<file path="src/logic/tone_pkg.sv">
package tone_pkg;

	typedef logic [3:0]  note_code_t;	// 0 rest, 1..9 b3 d4 e4 f#4 g4 a4 b4 c5 d5
	typedef logic [19:0] note_div_t;	// half period in clk cycles, 0 silent
	typedef logic [5:0]  letter_t;	// 0..25 a..z, 26 blank

	localparam int         note_count   = 10;	// rest plus nine notes
	localparam note_code_t note_rest    = 4'd0;
	localparam letter_t    letter_blank = 6'd26;	// shown as a space

	////////////////////////////////////////////////////////////////////////////
	// half periods, clk assumed at 25 MHz
	localparam note_div_t note_div_table [0:note_count-1] = '{
		20'd0,	// rest
		20'd50619,	// b3, ~247 Hz
		20'd42566,	// d4
		20'd37921,	// e4
		20'd33784,	// f#4
		20'd31888,	// g4
		20'd28409,	// a4, 440 Hz
		20'd25310,	// b4
		20'd23889,	// c5
		20'd21282	// d5
	};

	////////////////////////////////////////////////////////////////////////////
	// solfege spelling, first and second letter
	localparam letter_t letter1_table [0:note_count-1] = '{
		letter_blank,	// rest
		6'd18,	// s
		6'd17,	// r
		6'd12,	// m
		6'd5,	// f
		6'd18,	// s
		6'd11,	// l
		6'd18,	// s
		6'd3,	// d
		6'd17	// r
	};

	localparam letter_t letter2_table [0:note_count-1] = '{
		letter_blank,
		6'd8, 6'd4, 6'd8,	// i e i
		6'd0, 6'd14, 6'd0,	// a o a
		6'd8, 6'd14, 6'd4	// i o e
	};

endpackage

</file>
<file path="src/logic/score_pkg.sv">
package score_pkg;

	typedef logic [5:0] duration_t;	// beats per entry, 2 or more
	typedef logic [9:0] score_entry_t;	// {duration, note code}
	typedef logic [2:0] score_addr_t;	// entry index

	localparam int song_length = 8;

	// field extraction, keeps the packing in one place
	function automatic duration_t entry_duration(score_entry_t e);
		return e[9:4];
	endfunction

	function automatic tone_pkg::note_code_t entry_note(score_entry_t e);
		return e[3:0];
	endfunction

	////////////////////////////////////////////////////////////////////////////
	// the song, played in a loop
	// last beat of every entry is a rest
	localparam score_entry_t song [0:song_length-1] = '{
		{6'd3, 4'd5},	// g4  so
		{6'd2, 4'd3},	// e4  mi
		{6'd3, 4'd6},	// a4  la
		{6'd2, 4'd4},	// f#4 fa
		{6'd3, 4'd2},	// d4  re
		{6'd2, 4'd7},	// b4  si
		{6'd3, 4'd8},	// c5  do
		{6'd4, 4'd9}	// d5  re, long ending
	};

endpackage

</file>
<file path="src/logic/beat_timer.sv">
`timescale 1ns/1ps

module beat_timer #(
	parameter int beat_cycles = 65536	// clk cycles per beat, sets tempo
) (
	input  logic clk,
	input  logic rst_n,
	input  logic play,	// counting runs only while high
	output logic beat	// one-cycle strobe at the end of each beat
);

	localparam int cnt_w = (beat_cycles > 1) ? $clog2(beat_cycles) : 1;
	localparam logic [cnt_w-1:0] cnt_last = cnt_w'(beat_cycles - 1);

	logic [cnt_w-1:0] cnt;	// cycles into the current beat

	always_ff @(posedge clk or negedge rst_n)
	begin
		if (!rst_n)
		begin
			cnt  <= '0;
			beat <= 1'b0;
		end
		else if (play)
		begin
			beat <= (cnt == cnt_last);	// registered, lands beat_cycles after start
			if (cnt == cnt_last)
				cnt <= '0;	// wrap
			else
				cnt <= cnt + 1'b1;
		end
		else
			beat <= 1'b0;	// paused, cnt holds its place
	end

endmodule

</file>
<file path="src/logic/score_rom.sv">
`timescale 1ns/1ps

module score_rom import score_pkg::*; (
	input  logic         clk,
	input  logic         rst_n,
	input  logic         carry,	// move on to the next entry
	output score_entry_t entry	// current entry, combinational
);

	localparam score_addr_t addr_last = score_addr_t'(song_length - 1);

	score_addr_t addr;	// entry being played

	////////////////////////////////////////////////////////////////////////////
	// address counter

	always_ff @(posedge clk or negedge rst_n)
	begin
		if (!rst_n)
			addr <= '0;
		else if (carry)
		begin
			if (addr == addr_last)
				addr <= '0;	// song loops
			else
				addr <= addr + 1'b1;
		end
	end

	////////////////////////////////////////////////////////////////////////////
	// lookup

	// new entry is visible the cycle after carry
	assign entry = song[addr];

endmodule

</file>
<file path="src/logic/note_ctl.sv">
`timescale 1ns/1ps

module note_ctl import tone_pkg::*, score_pkg::*; (
	input  logic         clk,
	input  logic         rst_n,
	input  logic         play,	// low silences at once
	input  logic         beat,	// one-cycle beat strobe
	input  score_entry_t entry,	// from score_rom
	output logic         carry,	// one cycle, advances score_rom
	output note_div_t    note_div,	// half period for tone_gen
	output letter_t      letter1,	// solfege first letter
	output letter_t      letter2	// solfege second letter
);

	typedef enum logic {
		st_tone,	// note sounds
		st_gap	// last beat of the entry, rest
	} state_t;

	state_t     state;
	state_t     state_nxt;
	duration_t  idx;	// beat index within the entry
	duration_t  idx_nxt;
	duration_t  dur;	// beats in this entry
	note_code_t note;	// note code of this entry
	logic       last_beat;	// beat that closes index d-1
	note_code_t code_nxt;	// what sounds from the next edge on

	assign dur  = entry_duration(entry);
	assign note = entry_note(entry);

	assign last_beat = beat && (idx == dur - 6'd1);

	////////////////////////////////////////////////////////////////////////////
	// beat index and state

	always_comb
	begin
		state_nxt = state;
		idx_nxt   = idx;
		if (last_beat)
		begin
			idx_nxt   = '0;	// back to index 0 for the next entry
			state_nxt = st_tone;
		end
		else if (beat)
		begin
			idx_nxt   = idx + 6'd1;
			// rest on index d-1 only
			state_nxt = (idx_nxt == dur - 6'd1) ? st_gap : st_tone;
		end
	end

	////////////////////////////////////////////////////////////////////////////
	// effective note

	// entry still holds the old note while carry is in flight, so the
	// hand-over cycles stay silent until score_rom has moved on
	always_comb
	begin
		if (!play || state_nxt == st_gap)
			code_nxt = note_rest;
		else if (last_beat || carry)
			code_nxt = note_rest;	// 2-cycle hand-over
		else if (note >= note_count)
			code_nxt = note_rest;	// unknown code plays as rest
		else
			code_nxt = note;
	end

	////////////////////////////////////////////////////////////////////////////
	// registers, outputs move together with the state

	always_ff @(posedge clk or negedge rst_n)
	begin
		if (!rst_n)
		begin
			state    <= st_tone;
			idx      <= '0;
			carry    <= 1'b0;
			note_div <= '0;	// rest values
			letter1  <= letter_blank;
			letter2  <= letter_blank;
		end
		else
		begin
			state    <= state_nxt;
			idx      <= idx_nxt;
			carry    <= last_beat;	// high for one cycle only
			note_div <= note_div_table[code_nxt];
			letter1  <= letter1_table[code_nxt];
			letter2  <= letter2_table[code_nxt];
		end
	end

endmodule

</file>
<file path="src/logic/tone_gen.sv">
`timescale 1ns/1ps

module tone_gen import tone_pkg::*; (
	input  logic      clk,
	input  logic      rst_n,
	input  logic      play,
	input  note_div_t note_div,	// half period, 0 is silence
	output logic      audio	// square wave out
);

	note_div_t cnt;	// cycles into the current half period
	note_div_t prev_div;	// divider seen on the last edge
	logic      wave;	// square wave flop
	logic      silent;	// nothing to play

	assign silent = !play || (note_div == '0);

	////////////////////////////////////////////////////////////////////////////
	// half period counter

	always_ff @(posedge clk or negedge rst_n)
	begin
		if (!rst_n)
		begin
			cnt      <= '0;
			prev_div <= '0;
			wave     <= 1'b0;
		end
		else
		begin
			prev_div <= note_div;
			if (silent || note_div != prev_div)
			begin
				cnt  <= '0;	// restart, wave starts low
				wave <= 1'b0;
			end
			else if (cnt == note_div - 1'b1)
			begin
				cnt  <= '0;
				wave <= ~wave;	// toggle every note_div cycles
			end
			else
				cnt <= cnt + 1'b1;
		end
	end

	// low right away while silent, no wait for the flop
	assign audio = wave && !silent;

endmodule

</file>
<file path="src/logic/music_box_top.sv">
`timescale 1ns/1ps

module music_box_top import tone_pkg::*, score_pkg::*; #(
	parameter int beat_cycles = 65536	// tempo, clk cycles per beat
) (
	input  logic    clk,
	input  logic    rst_n,
	input  logic    play,	// low freezes the song
	output logic    audio,	// square wave
	output letter_t letter1,	// solfege name, blank on rest
	output letter_t letter2
);

	logic         beat;	// beat strobe
	logic         carry;	// entry done
	score_entry_t entry;	// current score entry
	note_div_t    note_div;	// half period of the current note

	////////////////////////////////////////////////////////////////////////////
	// timing and score

	beat_timer #(
		.beat_cycles (beat_cycles)
	) u_beat_timer (
		.clk   (clk),
		.rst_n (rst_n),
		.play  (play),
		.beat  (beat)
	);

	score_rom u_score_rom (
		.clk   (clk),
		.rst_n (rst_n),
		.carry (carry),
		.entry (entry)
	);

	////////////////////////////////////////////////////////////////////////////
	// note decision and sound

	note_ctl u_note_ctl (
		.clk      (clk),
		.rst_n    (rst_n),
		.play     (play),
		.beat     (beat),
		.entry    (entry),
		.carry    (carry),
		.note_div (note_div),
		.letter1  (letter1),
		.letter2  (letter2)
	);

	tone_gen u_tone_gen (
		.clk      (clk),
		.rst_n    (rst_n),
		.play     (play),
		.note_div (note_div),
		.audio    (audio)
	);

endmodule

</file>
<file path="config.mk">
export PLATFORM = sky130hd
export DESIGN_NAME = music_box_top
export DESIGN_NICKNAME = d
export VERILOG_FILES = /design/src/logic/tone_pkg.sv /design/src/logic/score_pkg.sv /design/src/logic/beat_timer.sv /design/src/logic/score_rom.sv /design/src/logic/note_ctl.sv /design/src/logic/tone_gen.sv /design/src/logic/music_box_top.sv
export SDC_FILE = /design/constraint.sdc
export NUM_CORES = 1
export LEC_CHECK = 0
export BUFFER_PORTS_ARGS = -buffer_cell sky130_fd_sc_hd__buf_4
export CAP_MARGIN = 20
export CORE_UTILIZATION = 50
export DETAILED_ROUTE_END_ITERATION = 10
export PLACE_DENSITY = 0.63
export SYNTH_ARGS = -nofsm -noshare
export SYNTH_HDL_FRONTEND = slang
export SYNTH_SLANG_ARGS = --single-unit
export TNS_END_PERCENT = 20
</file>
<file path="constraint.sdc">
create_clock -name clk -period 4.7 [get_ports clk]
set_clock_uncertainty 0.15 [all_clocks]
set_input_delay 0.235 -clock clk [delete_from_list [all_inputs] [get_ports clk]]
set_output_delay 0.235 -clock clk [all_outputs]
set_load 0.02 [all_outputs]
</file>
**Word level (Yosys, flattened, before mapping)**

Memories as Yosys holds them, arrays and structs flattened. A register that Yosys moved wholly into a read port is not among the register bits.
Cells that the tools add are included.

- Bitwise operators: 3
- Add/subtract/negate cells: 6
- Reductions and logical operators: 14
- Equality and inequality tests: 6
- Multiplexer cells: 17
- $lt $le $gt $ge: 2

Operators with widths:

| cell | number |
|---|---|
| $mux W20 | 2 |
| $add A20 B1 Y20 const B | 1 |
| $eq A20 B20 Y1 | 1 |
| $logic_not A20 Y1 | 1 |
| $mux W10 | 2 |
| $ne A20 B20 Y1 | 1 |
| $sub A20 B1 Y20 const B | 1 |
| $add A16 B1 Y16 const B | 1 |
| $eq A16 B16 Y1 const B | 1 |
| $mux W16 | 1 |
| $eq A6 B6 Y1 | 2 |
| $mux W4 | 3 |
| $mux W6 | 2 |
| $ge A4 B4 Y1 const B | 2 |
| $add A6 B1 Y6 const B | 1 |
| $mux W1 | 6 |
| $sub A6 B1 Y6 const B | 1 |
| $logic_not A1 Y1 | 5 |
| $not A4 Y5 | 1 |
| $logic_or A1 B1 Y1 | 4 |
| $not A3 Y4 | 1 |
| $reduce_bool A2 Y1 | 2 |
| $add A3 B1 Y3 const B | 1 |
| $eq A3 B3 Y1 const B | 1 |
| 3 further kinds | 4 |

- Bits in read-only memories: 592
- Logic and storage cells: 61
- Memories: 4
- Bits in registers: 69
- Input port bits: 3

Memory list:

| memory | words | bits a word | rd ports | clocked after Yosys merged registers in | wr ports | line | source |
|---|---|---|---|---|---|---|---|
| (no name shown) | 16 | 20 | 1 | 1 | 0 | note_ctl.sv:90 | `note_div <= note_div_table[code_nxt];` |
| (no name shown) | 16 | 6 | 1 | 1 | 0 | note_ctl.sv:91 | `letter1 <= letter1_table[code_nxt];` |
| (no name shown) | 16 | 6 | 1 | 1 | 0 | note_ctl.sv:92 | `letter2 <= letter2_table[code_nxt];` |
| (no name shown) | 8 | 10 | 1 | 0 | 0 | score_rom.sv:34 | `assign entry = song[addr];` |

**Longest topological paths before layout**

- Depth in word-level cells: 12
- Gate-level depth with buffers: 16

**Modules after synthesis**

From an unflattened synthesis, not the netlist that was laid out.

- Cell total of the unflattened synthesis: 566
- Area, all modules: 5514.0 um2

By module, submodules not included:

| module | area each (um2) | times used | cells each |
|---|---|---|---|
| tone_gen | 2476.1 | 1 | 251 |
| note_ctl | 1949.4 | 1 | 204 |
| beat_timer | 840.8 | 1 | 84 |
| score_rom | 247.7 | 1 | 27 |

**Worst setup path after synthesis**

Ideal clock, no wire load.

- Path type: register to register
- From: register u_score_rom.addr[1]
- To: register u_note_ctl.note_div[10]
- Path buffers: 2
- Data arrival time: 3655 ps
- Data required time: 4410 ps
- Cell stages (with the launch flop): 17
- Library setup time: 140 ps
- Path slack: 755 ps
- Path through: dfrtp_1 -> clkinv_1 -> ha_1 -> o21bai_1 -> and3_1 -> ha_1 -> xnor2_1 -> nor2_1 -> o2111a_1 -> clkbuf_1 -> nor2_1 -> nand3_1 -> clkbuf_1 -> or2_2 -> ha_1 -> a22oi_1 -> o22ai_1

- Elaborated cells between the ends (all ways): 18
- Classes of those cells: 1 x add/sub; 1 x order compare; 2 x eq/ne; 8 x mux; 2 x bitwise; 3 x reduce/logical; 1 x memory

RTL lines:

| what | line | source |
|---|---|---|
| start: declaration | score_rom.sv:12 | `score_addr_t addr;` |
| start signal: assignment | score_rom.sv:26 | `addr <= addr + 1'b1;` |
| $not A3 Y4 (implied by the code) * | score_rom.sv:34 |  |
| $mem_v2 Z8 W10 * | - |  |
| $mux W10 (implied by the code) * (2 in a row) | score_rom.sv:34 |  |
| $sub A6 B1 Y6 * | note_ctl.sv:32 | `assign last_beat = beat && (idx == dur - 6'd1);` |
| $eq A6 B6 Y1 * | note_ctl.sv:32 |  |
| $logic_and A1 B1 Y1 * | note_ctl.sv:32 |  |
| via u_note_ctl.last_beat | note_ctl.sv:26 | `logic last_beat;` |
| $logic_or A1 B1 Y1 or $mux W1 (tied branches) | note_ctl.sv:63, note_ctl.sv:41 |  |
| $mux W4 or $logic_or A1 B1 Y1 (tied branches) | note_ctl.sv:63, note_ctl.sv:61 |  |
| $mux W4 * | note_ctl.sv:61 | `if (!play \|\| state_nxt == st_gap)` |
| $not A4 Y5 (implied by the code) * | note_ctl.sv:90 |  |
| end: declaration | note_ctl.sv:10 | `output note_div_t note_div,` |

The timed path passes the listed nets; every way through them passes the cells marked *. The select of a mux whose other input is x is not followed.
A chain may end at the register's enable or synchronous reset.

**Worst setup path in the final report**

- From: register u_score_rom.addr[1]
- To: register u_note_ctl.note_div[10]

- Word-level cells in the longest chain between the ends: 12
- Elaborated cells between the ends (all ways): 18
- Classes of those cells: 1 x add/sub; 1 x order compare; 2 x eq/ne; 8 x mux; 2 x bitwise; 3 x reduce/logical; 1 x memory

Ends and longest elaborated chain:

| what | line | source |
|---|---|---|
| $not A3 Y4 (implied by the code) * | score_rom.sv:34 |  |
| $mem_v2 Z8 W10 * | - |  |
| $mux W10 (implied by the code) * (2 in a row) | score_rom.sv:34 |  |
| $sub A6 B1 Y6 | note_ctl.sv:32, note_ctl.sv:50 |  |
| $eq A6 B6 Y1 | note_ctl.sv:50 | `state_nxt = (idx_nxt == dur - 6'd1) ? st_gap : st_tone;` |
| $mux W1 | note_ctl.sv:50 |  |
| $mux W1 | note_ctl.sv:46 | `else if (beat)` |
| $mux W1 | note_ctl.sv:41 | `if (last_beat)` |
| $logic_or A1 B1 Y1 | note_ctl.sv:61 |  |
| $mux W4 * | note_ctl.sv:61 |  |
| $not A4 Y5 (implied by the code) * | note_ctl.sv:90 |  |

Mark *: on every way between the ends. The rest lies on a longest branch, timed or not. The select of a mux whose other input is x is not followed.

==> run_results.csv <==
group,metric,value,unit
outcome,status,"finished, final reports clean",
cts,cts_max_level,3,
placement,place_hpwl,7500,µm
worst_setup_path,required,4.76,ns
cts,clockBufferDepth,2,
floorplanning,start_util,51.9,%
global_routing,antenna_found_initial,0,
cells_and_area,fillCellCount,891,
worst_setup_path,r2r_cells,14,
hold_path,hp-class,"in -> reg",
global_routing,grt_max_degree,64,
cts,cts-hold-fix-buffers,1,
worst_setup_path,end_kind,"flop",
routing,wl_per_cell,16.5,µm
timing,rsz0062_at_grt,"no",
timing,slew_headroom,38.1,%
worst_setup_path,rr_startpoint,"u_score_rom.addr[1]$_DFFE_PN0P_",
timing,tightest_slew,0.922,ns
timing,layout_setup_ws,0.630,ns
cells_and_area,diodes,0,
routing,wl,10700,µm
routing,dr.pass1.iters,4,
yosys,synth_cells,510,
power_and_ir_drop,ir_worst_vdd,0.142,mV
run,maxCapViolCount,0,
timing,fin_crit,4.07,ns
routing,antenna_left,0,
worst_setup_path,reg2reg_setup_slack,0.63,ns
yosys,postSynthAreaPerCell,9.99,µm²
power_and_ir_drop,p_per_area,272,nW/µm²
floorplanning,dieArea,10600,µm²
timing,slew_viol_final,0,
cts,post_cts_buffers,0,
timing,period_share,86.6,%
worst_setup_path,cp_max_fo,9,
yosys,yosys_warnings,0,
timing,setup_tns,0,ns
yosys,syn_area,5090,µm²
power_and_ir_drop,leakage,0.00221,µW
routing,vias,3788,
cells_and_area,fin_nets,529,
cts,cts_sinks,90,
cts,clock_latency,0.36,ns
cts,cts_made_buffers,9,
yosys,synth_flop_cell,"dfrtp_1",
floorplanning,io_pins,16,
routing,first_iter_violations,201,
global_routing,overflow,0,
global_routing,grt_pass1_vias,3630,
worst_setup_path,worstSetupStartpointType,"flop",
yosys,async_flop_share,100,%
cells_and_area,finalNonFillerCells,648,
cells_and_area,final_area,5440,µm²
cts,ctsResizeCount,0,
routing,viasPerCell,5.85,
worst_setup_path,cp.arrival,4.13,ns
hold_path,min_from,"play",
placement,gp_congestion,0.898,
routing,drc,0,
worst_setup_path,worstReg2RegEnd,"u_note_ctl.note_div[10]$_DFF_PN0_",
floorplanning,coreArea,9820,µm²
cts,clkTransAtPathRegs,0.10,ns
floorplanning,die_h,103,µm
yosys,synth_edf_count,0,
placement,place.port_buffers,12,
worst_setup_path,crit_type,"reg -> reg",
placement,dp_cells,630,
cts,cts_tree,"done",
hold_path,hold_depth,2,
cells_and_area,area_growth,6.85,%
global_routing,grt_first_pass_wirelength,18000,µm
hold_path,worstHoldEndpoint,"u_beat_timer.cnt[0]$_DFFE_PN0P_",
yosys,synthDistinctLibCells,71,
placement,postPlaceCellArea,5240,µm²
cells_and_area,drive_gt1_share,9.71,%
timing,max_freq,0.246,GHz
floorplanning,rows,36,
timing,hold_viol,0,
floorplanning,die_w,103,µm
yosys,yosysSeqAreaShare,44.4,%
yosys,ys_seq_elements,90,
cts,cts_root_buf,"clkbuf_8",
placement,dp_worst_setup_slack,0.678,ns
global_routing,grt.total_usage,22.3,%
timing,finalSetupViolCount,0,
[flip-flops by register name (all words and copies together) (netlist names), 3 cells and up]
register,count
u_score_rom.addr,3
u_note_ctl.letter2,4
u_tone_gen.prev_div,16
u_note_ctl.note_div,16
u_note_ctl.idx,6
u_tone_gen.cnt,20
u_beat_timer.cnt,16
u_note_ctl.letter1,5
[logic make-up after synthesis]
| group | after synthesis | share of synthesized area [%] |
|---|---|---|
| compound gates | 94 | 13.8 |
| xor+xnor | 72 | 12.4 |
| simple gates | 178 | 19.5 |
| other cells | 1 | 0.0736 |
| fa+ha+maj | 16 | 3.93 |
| buf+inv | 51 | 4.40 |
| flops | 90 | 44.4 |
| mux | 8 | 1.60 |
[metrics by stage]
step | total power [µW] | hold WS (ns) | util, %
2_1_floorplan | 951 | -0.211 | -
3_3_place_gp | 993 | 0.226 | 53.4
3_5_place_dp | 999 | 0.224 | 53.4
4_1_cts | 1500 | 0.0212 | 55.4
5_1_grt | 1560 | 0.0271 | 55.4
6_report | 1480 | 0.0369 | 55.4
[worst max path at each step]
stage                                               start                                 to  slack, ns
after detailed placement  u_score_rom.addr[1]$_DFFE_PN0P_  u_note_ctl.note_div[10]$_DFF_PN0_       0.68
after global routing      u_score_rom.addr[1]$_DFFE_PN0P_  u_note_ctl.note_div[12]$_DFF_PN0_       0.26
after global placement    u_score_rom.addr[1]$_DFFE_PN0P_    u_note_ctl.letter2[2]$_DFF_PN0_       0.84
after floorplan           u_score_rom.addr[1]$_DFFE_PN0P_  u_note_ctl.note_div[10]$_DFF_PN0_       0.76
final                     u_score_rom.addr[1]$_DFFE_PN0P_  u_note_ctl.note_div[10]$_DFF_PN0_       0.63
after CTS                 u_score_rom.addr[1]$_DFFE_PN0P_  u_note_ctl.note_div[10]$_DFF_PN0_       0.67
[synthesized netlist by cell type, types with 7 or more instances]
cell	number	area share, %
nand3_1	26	2.6
nor3_1	12	1.2
clkbuf_1	21	1.5
and3_1	10	1.2
a211oi_1	20	2.9
xor2_1	24	4.1
ha_1	16	3.9
nand4_1	15	1.8
o21ai_0	12	1.2
nor4_1	10	1.2
mux2i_1	7	1.4
dfrtp_1	84	41
inv_1	18	1.3
nand2_1	29	2.1
nor2_1	34	2.5
a21oi_1	11	1.1
xnor2_1	48	8.3
[layout make-up]
cell class              instances  area [µm²]  share of cell area, %
multi-input cells             371        2620                   48.1
clock buffers                   9         124                   2.28
repair buffers                 19         145                   2.67
inverters                      19        71.3                   1.31
well taps                     133         166                   3.06
clock inverters                 7        58.8                   1.08
flip-flops and latches         90        2260                   41.5
[cells in the final DEF, fill, tap and decap left out, types with 4 or more instances in the layout]
master	count
nand2b_1	4
nor3_1	12
o32a_1	4
o31ai_1	6
nor2_1	34
or3_1	4
mux2i_1	7
dfrtp_1	84
nor3b_1	4
nor4_1	10
buf_4	17
xor2_1	24
nand2_1	29
nand4_1	15
inv_1	18
a21o_1	5
ha_1	16
and3_1	10
nand3_1	26
clkbuf_8	9
and4_1	5
a21oi_1	11
a211oi_1	20
o211ai_1	4
dfstp_2	6
o21ai_0	12
xnor2_1	48
[power breakdown]
part           internal, µW  leakage [µW]  switching [µW]
combinational          55.9      0.000944            77.1
clock                   201     0.0000925             297
sequential              811       0.00118            39.5
total                  1070       0.00221             414
[routing by layer]
| layer | up-vias | wire length (µm) | track usage, % |
|---|---|---|---|
| met3 | 4 | 319 | 4.47 |
| met5 | - | 0 | 0 |
| met4 | 0 | 66 | 6.50 |
| met1 | 1888 | 5190 | 30.4 |
| li1 | 1837 | - | - |
| met2 | 59 | 5110 | 36.2 |
[critical path, stage by stage (launching register included)]
cell and delay (ns):
dfrtp_1 0.44, clkinv_1 0.25, ha_1 0.26, o21bai_1 0.32, and3_1 0.22, ha_1 0.25
xnor2_1 0.21, xor2_1 0.18, o22ai_1 0.10, a32oi_1 0.39, nand3_1 0.15, or2_2 0.31
ha_1 0.33, a22oi_1 0.26, o22ai_1 0.12
Note: power is estimated with default switching activity, not from simulation.
